==> src/design/fc_ctrl_pkg.sv <==
// control definitions of the FC engine
// memory address type, memory map bases and sequencer states

package fc_ctrl_pkg;

  parameter int ADDR_WIDTH = 18;

  typedef logic [ADDR_WIDTH-1:0] addr_t;

  // word-addressed memory map
  parameter addr_t WT1_BASE   = addr_t'(0);       // layer 1 weights in neuron-major order
  parameter addr_t BS1_BASE   = addr_t'(48000);   // layer 1 biases
  parameter addr_t WT2_BASE   = addr_t'(50000);   // layer 2 weights in neuron-major order
  parameter addr_t BS2_BASE   = addr_t'(51200);   // layer 2 biases
  parameter addr_t IFMAP_BASE = addr_t'(65536);   // input vector stored linearly
  parameter addr_t OFMAP_BASE = addr_t'(131072);  // output vector

  typedef enum logic [2:0] {
    ST_IDLE,
    ST_LOAD,   // read input vector
    ST_MAC1,   // layer 1 weights
    ST_BIAS1,  // layer 1 bias
    ST_MAC2,   // layer 2 weights
    ST_BIAS2,  // layer 2 bias
    ST_DRAIN,  // wait for the last write
    ST_DONE
  } seq_state_e;

endpackage

==> src/design/fc_sequencer.sv <==
// run sequencer of the FC engine
// FSM, fetch counters, read/write addressing and load strobes

`timescale 1ns/1ps

module fc_sequencer import fc_ctrl_pkg::*; #(
  parameter int IN_SIZE  = 16,
  parameter int HID_SIZE = 8,
  parameter int OUT_SIZE = 4
) (
  input  logic  clk,
  input  logic  srstn,
  input  logic  start,
  output addr_t addr_in,
  output logic  dram_en_rd,
  output addr_t addr_out,
  output logic  done,
  output logic  ifmap_load,
  output logic  wt1_load,
  output logic  bs1_load,
  output logic  wt2_load,
  output logic  bs2_load
);

  localparam int MAX_LEN = (IN_SIZE > HID_SIZE) ? IN_SIZE : HID_SIZE;
  localparam int MAX_NRN = (HID_SIZE > OUT_SIZE) ? HID_SIZE : OUT_SIZE;
  localparam int IDX_W   = $clog2(MAX_LEN + 1);
  localparam int NRN_W   = $clog2(MAX_NRN + 1);

  seq_state_e state, state_nx;

  logic [IDX_W-1:0] idx_cnt;      // input / weight index within a neuron
  logic [NRN_W-1:0] nrn_cnt;      // neuron index within a layer
  logic             drain_cnt;
  logic [NRN_W-1:0] out_idx_d1;
  logic [NRN_W-1:0] out_idx_d2;

  logic  in_last;
  logic  hid_last;
  logic  l1_nrn_last;
  logic  l2_nrn_last;
  addr_t idx_ext;
  addr_t nrn_ext;

  assign in_last     = (idx_cnt == IDX_W'(IN_SIZE - 1));
  assign hid_last    = (idx_cnt == IDX_W'(HID_SIZE - 1));
  assign l1_nrn_last = (nrn_cnt == NRN_W'(HID_SIZE - 1));
  assign l2_nrn_last = (nrn_cnt == NRN_W'(OUT_SIZE - 1));

  always_ff @(posedge clk) begin
    if (!srstn) begin
      state <= ST_IDLE;
    end else begin
      state <= state_nx;
    end
  end

  always_comb begin
    state_nx = state;
    case (state)
      ST_IDLE:  if (start) state_nx = ST_LOAD;   // start is ignored elsewhere
      ST_LOAD:  if (in_last) state_nx = ST_MAC1;
      ST_MAC1:  if (in_last) state_nx = ST_BIAS1;
      ST_BIAS1: state_nx = l1_nrn_last ? ST_MAC2 : ST_MAC1;
      ST_MAC2:  if (hid_last) state_nx = ST_BIAS2;
      ST_BIAS2: state_nx = l2_nrn_last ? ST_DRAIN : ST_MAC2;
      ST_DRAIN: if (drain_cnt) state_nx = ST_DONE;  // two cycles
      ST_DONE:  state_nx = ST_IDLE;
      default:  state_nx = ST_IDLE;
    endcase
  end

  // counters wrap to zero on their last value so each phase starts clean
  always_ff @(posedge clk) begin
    if (!srstn) begin
      idx_cnt   <= '0;
      nrn_cnt   <= '0;
      drain_cnt <= 1'b0;
    end else begin
      case (state)
        ST_LOAD, ST_MAC1: idx_cnt <= in_last ? '0 : idx_cnt + 1'b1;
        ST_MAC2:          idx_cnt <= hid_last ? '0 : idx_cnt + 1'b1;
        ST_BIAS1:         nrn_cnt <= l1_nrn_last ? '0 : nrn_cnt + 1'b1;
        ST_BIAS2:         nrn_cnt <= l2_nrn_last ? '0 : nrn_cnt + 1'b1;
        ST_DRAIN:         drain_cnt <= ~drain_cnt;
        default: ;
      endcase
    end
  end

  assign idx_ext = addr_t'(idx_cnt);
  assign nrn_ext = addr_t'(nrn_cnt);

  always_comb begin
    case (state)
      ST_LOAD:  addr_in = IFMAP_BASE + idx_ext;
      ST_MAC1:  addr_in = WT1_BASE + nrn_ext * addr_t'(IN_SIZE) + idx_ext;
      ST_BIAS1: addr_in = BS1_BASE + nrn_ext;
      ST_MAC2:  addr_in = WT2_BASE + nrn_ext * addr_t'(HID_SIZE) + idx_ext;
      ST_BIAS2: addr_in = BS2_BASE + nrn_ext;
      default:  addr_in = '0;
    endcase
  end

  assign dram_en_rd = state inside {ST_LOAD, ST_MAC1, ST_BIAS1, ST_MAC2, ST_BIAS2};
  assign done       = (state == ST_DONE);  // one cycle after the last write

  // strobes line up with data_in, one cycle after the read
  always_ff @(posedge clk) begin
    if (!srstn) begin
      ifmap_load <= 1'b0;
      wt1_load   <= 1'b0;
      bs1_load   <= 1'b0;
      wt2_load   <= 1'b0;
      bs2_load   <= 1'b0;
    end else begin
      ifmap_load <= (state == ST_LOAD);
      wt1_load   <= (state == ST_MAC1);
      bs1_load   <= (state == ST_BIAS1);
      wt2_load   <= (state == ST_MAC2);
      bs2_load   <= (state == ST_BIAS2);
    end
  end

  // layer 2 result leaves two cycles after its bias read
  always_ff @(posedge clk) begin
    if (!srstn) begin
      out_idx_d1 <= '0;
      out_idx_d2 <= '0;
    end else begin
      out_idx_d1 <= nrn_cnt;
      out_idx_d2 <= out_idx_d1;
    end
  end

  assign addr_out = OFMAP_BASE + addr_t'(out_idx_d2);

endmodule

==> config.mk <==
export PLATFORM = sky130hd
export DESIGN_NAME = fc_sequencer
export DESIGN_NICKNAME = d
export VERILOG_FILES = /design/src/design/fc_ctrl_pkg.sv /design/src/design/fc_sequencer.sv
export SDC_FILE = /design/constraint.sdc
export NUM_CORES = 1
export LEC_CHECK = 0
export ABC_AREA = 1
export BUFFER_PORTS_ARGS = -buffer_cell sky130_fd_sc_hd__buf_2
export CAP_MARGIN = 20
export CELL_PAD_IN_SITES_DETAIL_PLACEMENT = 2
export CELL_PAD_IN_SITES_GLOBAL_PLACEMENT = 2
export CORE_UTILIZATION = 28
export CTS_BUF_LIST = sky130_fd_sc_hd__clkbuf_16
export CTS_CLUSTER_SIZE = 28
export DETAILED_ROUTE_END_ITERATION = 8
export PLACE_DENSITY = 0.9
export SETUP_SLACK_MARGIN = 0.1
export SYNTH_ARGS = -nofsm -noshare
export SYNTH_HDL_FRONTEND = slang
export SYNTH_SLANG_ARGS = --single-unit
==> constraint.sdc <==
create_clock -name clk -period 2.97 [get_ports clk]
set_clock_uncertainty 0.05 [all_clocks]
set_input_delay 0.594 -clock clk [delete_from_list [all_inputs] [get_ports clk]]
set_output_delay 0.594 -clock clk [all_outputs]
set_load 0.01 [all_outputs]
======== Yosys cells after proc, flatten, opt, wreduce, memory -nomap -nowiden ========
Cells that the tools add are included.
word-level totals
  bits in registers ....................... 26
  bits of input ports ..................... 3
  output and inout port bits .............. 43
  word-level logic and storage cells ...... 58
cells by class
  add/subtract/negate cells ............... 9
  eq/ne operators ......................... 16
  muxes and demuxes ....................... 15
  bitwise gates (word level) .............. 1
  reductions and logical operators ........ 6
operators by type and width
  operator               number
  $pmux 18 s5            1
  $add 16x4->17 const A  2
  $pmux 3 s8             1
  $add 17x5->18          1
  $add 17x5->18 const A  1
  $add 18x4->18 const A  1
  $mux 3                 6
  $add 16x7->17 const A  1
  $eq 3x3->1 const B     4
  $mux 5                 2
  $ne 2x2->1 const B     5
  $pmux 5 s2             1
  $add 8x5->9            1
  $mux 4                 2
  $pmux 4 s2             1
  $eq 3x2->1 const B     2
  $add 5x1->5 const B    1
  $eq 5x3->1 const B     1
  $eq 5x4->1 const B     1
  $reduce_and 5->1       1
  $reduce_bool 5->1      1
  $add 4x1->4 const B    1
  $eq 4x2->1 const B     1
  $eq 4x3->1 const B     1
  6 further kinds        7

======== Depth between registers and ports, before layout ========
Gate-level depths: netlist of the first run.
  depth in word-level cells ............... 3
  depth in mapped cells ................... 12
  gate-level depth less buffers ........... 12

======== Least setup slack after synthesis of the first run ========
Ideal clock, no wire load.
  kind .................................... flip-flop to output port
  from .................................... register idx_cnt[4]
  to ...................................... output port addr_in[6]
  data arrival time ....................... 1.745 ns
  required time ........................... 2.326 ns
  setup slack ............................. 0.581 ns
  stages on the path, launching flop included .. 10
  path buffers ............................ 0
  cell sequence ........................... dfxtp_1 > inv_1 > ha_1 > inv_1 > ha_1 > inv_1 > fa_1 > xor2_1 > nand2_1 > a21oi_1
on the way
  word-level cells in the longest chain between the ends .. 2
  elaborated cells on any way between the ends .. 4
  those cells by class .................... add/sub: 3; mux: 1
ends and longest elaborated chain
  element                                RTL line            text
  start, declared                        fc_sequencer.sv:32  logic [IDX_W-1:0] idx_cnt;
  start signal, assigned                 fc_sequencer.sv:81  ST_LOAD, ST_MAC1: idx_cnt <= in_last ? '0 : idx_cnt + 1'b1;
  start signal, assigned                 fc_sequencer.sv:82  ST_MAC2: idx_cnt <= hid_last ? '0 : idx_cnt + 1'b1;
  $add 17x5->18 (tied with other cells)  fc_sequencer.sv:99  ST_MAC2: addr_in = WT2_BASE + nrn_ext * addr_t'(HID_SIZE) + idx_ext;
  $pmux 18 s5 (*)                        fc_sequencer.sv:95  case (state)
  end, declared                          fc_sequencer.sv:14  output addr_t addr_in,
Every way passes the cells marked *; elsewhere a longest branch is shown, timed or not.

======== Worst setup path after layout of the first run ========
  from .................................... register nrn_cnt[1]
  to ...................................... output port addr_in[6]
on the way
  word-level cells in the longest chain between the ends .. 3
  elaborated cells on any way between the ends .. 6
  those cells by class .................... add/sub: 5; mux: 1
ends and longest elaborated chain
  element                 RTL line            text
  start, declared         fc_sequencer.sv:33  logic [NRN_W-1:0] nrn_cnt;
  start signal, assigned  fc_sequencer.sv:83  ST_BIAS1: nrn_cnt <= l1_nrn_last ? '0 : nrn_cnt + 1'b1;
  start signal, assigned  fc_sequencer.sv:84  ST_BIAS2: nrn_cnt <= l2_nrn_last ? '0 : nrn_cnt + 1'b1;
  $add 16x7->17           fc_sequencer.sv:99
  $add 17x5->18           fc_sequencer.sv:99
  $pmux 18 s5 (*)         fc_sequencer.sv:95
Marked as above.

==> out/results.ini, run 1 <==
[global_route]
antenna_found_initial=0
grt_first_pass_wirelength_um=9020
grtUsageTotal=0.181
grt_pass1_vias=1803
grt-ovfl-total=0
grt_max_degree=19

[clock_network]
path_clk_slew_ns=0.07
cts.sinks=26
cts_tree=built
numCtsBuffers=3
cts_root_buf=clkbuf_16
clock_path_buffers=2
worstSkewPairLatency_ns=0.26
htree_levels=1
cts_hold_buffers=0

[sta]
hold_violations=0
tns_ns=0
fin_crit_ns=2.75
whs_ns=0.368
period_share=0.924
rsz0062_at_grt=false
slew_viol_final=0
setup_violations=0
fmax_mhz=364

[die]
die_w_um=80.9
dieArea_mm2=0.00655
dieHeight_um=80.9
ios=46
core-area_mm2=0.00596
rows=28
start_util=0.293

[yosys]
synthFlopType=dfxtp_1
synth.largest_area_cell=dfxtp_1
syn_inst=252
synth.area.top_cells=dfxtp_1, nand2_1, ha_1
ys_seq_area_frac=0.298
ys_ff_latch=26
yosysWarningCount=0
syn_area_mm2=0.00174
ys_types=28
yosys.area.top_type_share=0.298
synth-edff-count=0
async_flop_share=0
syn_area_per_cell_um2=6.92

[worst_setup_path]
cp-start-kind=register
critPathTopFamily=adder cells
crit_type=register to output pin
worst_setup_path_end_kind=output pin
cp_num_buf_inv=4
critPathMostFrequentCell=inv_1
crit_chain=inv_2, ha_1, inv_1, ha_2, inv_1, fa_2, xor2_2, nand2_2, a21oi_2, buf_2
max_stage_delay_ns=0.37
crit_required_ns=2.33
cp.arrival_ns=2.10
cp_max_fo=4
crit_slowest_cell=dfxtp_4

[detailed_routing]
routed_wl_um=5460
wirelength_met1_um=2400
ant_nets=0
top_layer=met4
vias_per_cell=4.62
drc=0
wl_met2_um=2710
wl_per_cell_um=15.3
dr.pass1.iters=4
vias=1650
routed-wl-met3_um=221
dr.first_iter.drc_count=70

[min_path]
hp-class=register to register

[run_status]
status=finished clean

[pwr]
cellPowerDensity_mw_per_mm2=689
peakVddDrop_uv=217
p_leak_nw=1.12

[cells_and_area]
fill_cells=744
register_area_um2=527
drive_gt1_frac=0.241
fin_nets=301
diodes=0
multi_input_area_um2=987
syn_to_final_growth_pct=16.1

[placement]
dp_hpwl_um=4140
portBuffers=29
gp_congestion=0.838

[run]
maxCapViolations=0

==> worst paths after layout <==
check	slack, ns	end	start	cells past startpoint
hold / removal	0.37	out_idx_d2[1]$_SDFF_PN0_	out_idx_d1[1]$_SDFF_PN0_	2
hold reg to reg	0.37	out_idx_d2[1]$_SDFF_PN0_	out_idx_d1[1]$_SDFF_PN0_	2
setup / recovery	0.22	addr_in[6]	nrn_cnt[1]$_SDFFE_PN0P_	10
setup reg to reg	1.18	state[0]$_SDFFE_PN0P_	idx_cnt[1]$_SDFFE_PN0P_	12
==> area by class of cell <==
| type | instances | area share |
|---|---|---|
| timing repair buffer | 35 | 0.0939 |
| tap | 75 | 0.0464 |
| multi-input combinational | 178 | 0.488 |
| sequential | 26 | 0.260 |
| inverter | 40 | 0.0748 |
| clock buffer | 3 | 0.0371 |
==> timing repair <==
item | 4_1_cts | 5_1_grt
setup endpoints to repair | 1 | 2
setup buffers | 1 | 3
pin swaps | 0 | 2
resized for setup | 2 | 9
cloned | 0 | 0
==> placed cells by master (no fill, tap or decap), types with 2 or more instances in the layout <==
master     synthesis  layout
xor2_1             3       2
o211ai_1           3       3
dfxtp_2            0       2
inv_1             34      32
nand4_1            3       3
nand3_4            2       2
ha_1              13      12
nor2_1            30      30
nand3_1           14      14
inv_2              5       7
clkbuf_16          0       3
o21ai_0           10      10
nor2_4             3       3
dfxtp_1           26      23
conb_1             2      16
a21oi_1           14      13
nand2_1           54      53
buf_4             17       6
buf_2              2      29
nand2_2            6       7
==> logic make-up (layout without fill, tap and decap cells) <==
family / Yosys count / after routing / share of synthesized area
DFF: 26 / 26 / 0.298
other: 2 / 16 / 0.00431
and+or+nand+nor: 117 / 117 / 0.314
AOI/OAI and AO/OA: 28 / 28 / 0.0868
buffers and inverters: 62 / 78 / 0.176
adders and majority gates: 14 / 14 / 0.105
xor gates and xnor gates: 3 / 3 / 0.0151
==> where the power goes <==
part	leakage [nW]	internal (W)	total [W]	switching, W
clock	0.0370	0.000179	0.000306	0.000127
combinational	0.866	0.000206	0.000644	0.000437
sequential	0.212	0.000396	0.000445	0.0000489
total	1.12	0.000781	0.00139	0.000613
==> worst reg2reg max path: cells and delay by family, from the launching register on <==
kind                       cells  cell delay, ns
adders and majority gates      2            0.39
buffers and inverters          1            0.06
DFF                            1            0.39
and+or+nand+nor                9            0.86
==> Yosys cell counts (all sizes together) (2+ instances only) <==
cell type / count
a21oi: 14
buf: 20
dfxtp: 26
clkbuf: 2
nand2: 61
ha: 13
o21ai: 10
o211ai: 3
inv: 39
nand3: 16
nand4: 3
nor2: 34
conb: 2
xor2: 3
==> metal layers <==
layer	up-vias	track usage
met5	-	0
met4	0	0.0536
met3	10	0.0303
met2	43	0.331
met1	791	0.213
li1	806	-
==> sequential cells by signal, indices dropped and copies added (netlist names) <==
name / count
idx_cnt: 5
nrn_cnt: 4
state: 3
bs1_load: 1
out_idx_d1: 4
wt1_load: 1
ifmap_load: 1
drain_cnt: 1
wt2_load: 1
out_idx_d2: 4
bs2_load: 1
==> per-stage QoR <==
step	util	cell area (um^2)	setup slack [ns]	instances	power, W
floorplan	-	1800	0.581	266	0.000886
global placement	0.318	1890	0.483	350	0.00103
detailed placement	0.318	1890	0.335	350	0.00107
CTS	0.332	1980	0.105	354	0.00140
global route	0.340	2020	0.0712	357	0.00151
finish	0.340	2020	0.225	357	0.00139
(Power assumes the default switching activity.)
==> run 2, diff against run 1 <==
--- a/constraint.sdc
+++ b/constraint.sdc
@@ -4,2 +4,2 @@
 set_output_delay 0.594 -clock clk [all_outputs]
-set_load 0.01 [all_outputs]
+set_load 0.05 [all_outputs]
==> out/results.ini, run 2 (synthesis gave the netlist of run 1 again) <==
[cells_and_area]
syn_to_final_growth_pct=18.7
fin_util=0.347
largest-register=idx_cnt
largest_reg_flops=5
fin_nets=301
diodes=0
drive_gt1_frac=0.244
final_cell_mix=nand2_1, inv_1, nor2_1
layout_commonest_cell=nand2_1

[sta]
setup_violations=0
fmax_mhz=352
period_share=0.956
slew_viol_final=0
rsz0062_at_grt=false
fin_crit_ns=2.84
hold_violations=0
tns_ns=0

[global_route]
grt-ovfl-total=0
grt_pass1_vias=1779
grt_max_degree=19
grt_first_pass_wirelength_um=9250
antenna_found_initial=0
grtUsageTotal=0.189

[detailed_routing]
wirelength_met1_um=2710
vias=1677
top_layer=met4
routed_wl_um=5890
ant_nets=0
dr.pass1.iters=4
wl_per_cell_um=16.5
vias_per_cell=4.68
drc=0
routed-wl-met3_um=195
wl_met2_um=2850
dr.first_iter.drc_count=42

[die]
dieHeight_um=80.9
die_w_um=80.9
start_util=0.293
ios=46
core-area_mm2=0.00596
dieArea_mm2=0.00655
rows=28

[worst_setup_path]
crit_type=register to output pin
crit_chain=inv_2, ha_4, inv_2, ha_2, inv_1, fa_2, o21ai_1, nand2_1, inv_1, buf_6
crit_slowest_cell=fa_2
cp_max_fo=4
cp-start-kind=register
r2r_cells=12
worst_setup_path_end_kind=output pin
cp.arrival_ns=2.20
crit_required_ns=2.33
max_stage_delay_ns=0.43

[clock_network]
numCtsBuffers=3
htree_levels=1
cts.sinks=26
cts_tree=built
clock_path_buffers=2
path_clk_slew_ns=0.07
cts_root_buf=clkbuf_16
worstSkewPairLatency_ns=0.27
cts_hold_buffers=0

[placement]
gp_congestion=0.850
portBuffers=29
dp_hpwl_um=4110

[pwr]
power.total_w=0.00169
p_leak_nw=1.13
cellPowerDensity_mw_per_mm2=818
peakVddDrop_uv=441

[run]
maxCapViolations=0

[min_path]
hold_depth=2
hp-class=register to register

[run_status]
status=finished clean

run 2: final timing paths:
path                                               start                        to  slack, ns
worst max-delay path             nrn_cnt[1]$_SDFFE_PN0P_                addr_in[5]       0.13
worst min-delay path            out_idx_d1[2]$_SDFF_PN0_  out_idx_d2[2]$_SDFF_PN0_       0.37
worst max register to register   idx_cnt[1]$_SDFFE_PN0P_     state[1]$_SDFFE_PN0P_       1.06
worst min register to register  out_idx_d1[2]$_SDFF_PN0_  out_idx_d2[2]$_SDFF_PN0_       0.37
run 2: repair_timing:
item	in CTS	in global routing
resized for setup	8	7
pin swaps	0	2
endpoints found under the setup margin	3	2
setup buffers	1	2
run 2: critical path: cells and delay by family (launching register included):
family | cells | cell delay (ns)
simple gates | 1 | 0.10
buf+inv | 5 | 0.46
fa+ha+maj | 3 | 0.85
flops | 1 | 0.36
compound gates | 1 | 0.16
run 2: cell type report:
cell class | count | area [um^2]
fill | 724 | 3890
multi-input combinational | 178 | 990
sequential | 26 | 527
timing repair buffer | 35 | 203
inverter | 40 | 151
tap | 75 | 93.8
clock buffer | 3 | 75.1
clock inverter | 1 | 30.0
run 2: per-layer routing:
layer / vias to the layer above / GRT usage
met3: 11 / 0.0247
met1: 807 / 0.236
met5: - / 0
met4: 0 / 0.0679
met2: 47 / 0.329
li1: 812 / -
run 2: through the flow:
stage          cells  setup WS [ns]  hold slack [ns]  instance area [um^2]
2_1_floorplan    266         0.0446            0.336                  1800
3_3_place_gp     351          0.341            0.344                  1910
3_5_place_dp     351          0.210            0.360                  1910
4_1_cts          356          0.103            0.377                  2030
5_1_grt          358          0.105            0.396                  2070
6_report         358          0.130            0.370                  2070
run 2: power by group:
group	leakage, nW	switching, W	internal (W)
Clock	0.0511	0.000140	0.000269
Combinational	0.866	0.000608	0.000223
Sequential	0.212	0.0000568	0.000397
Total	1.13	0.000804	0.000889
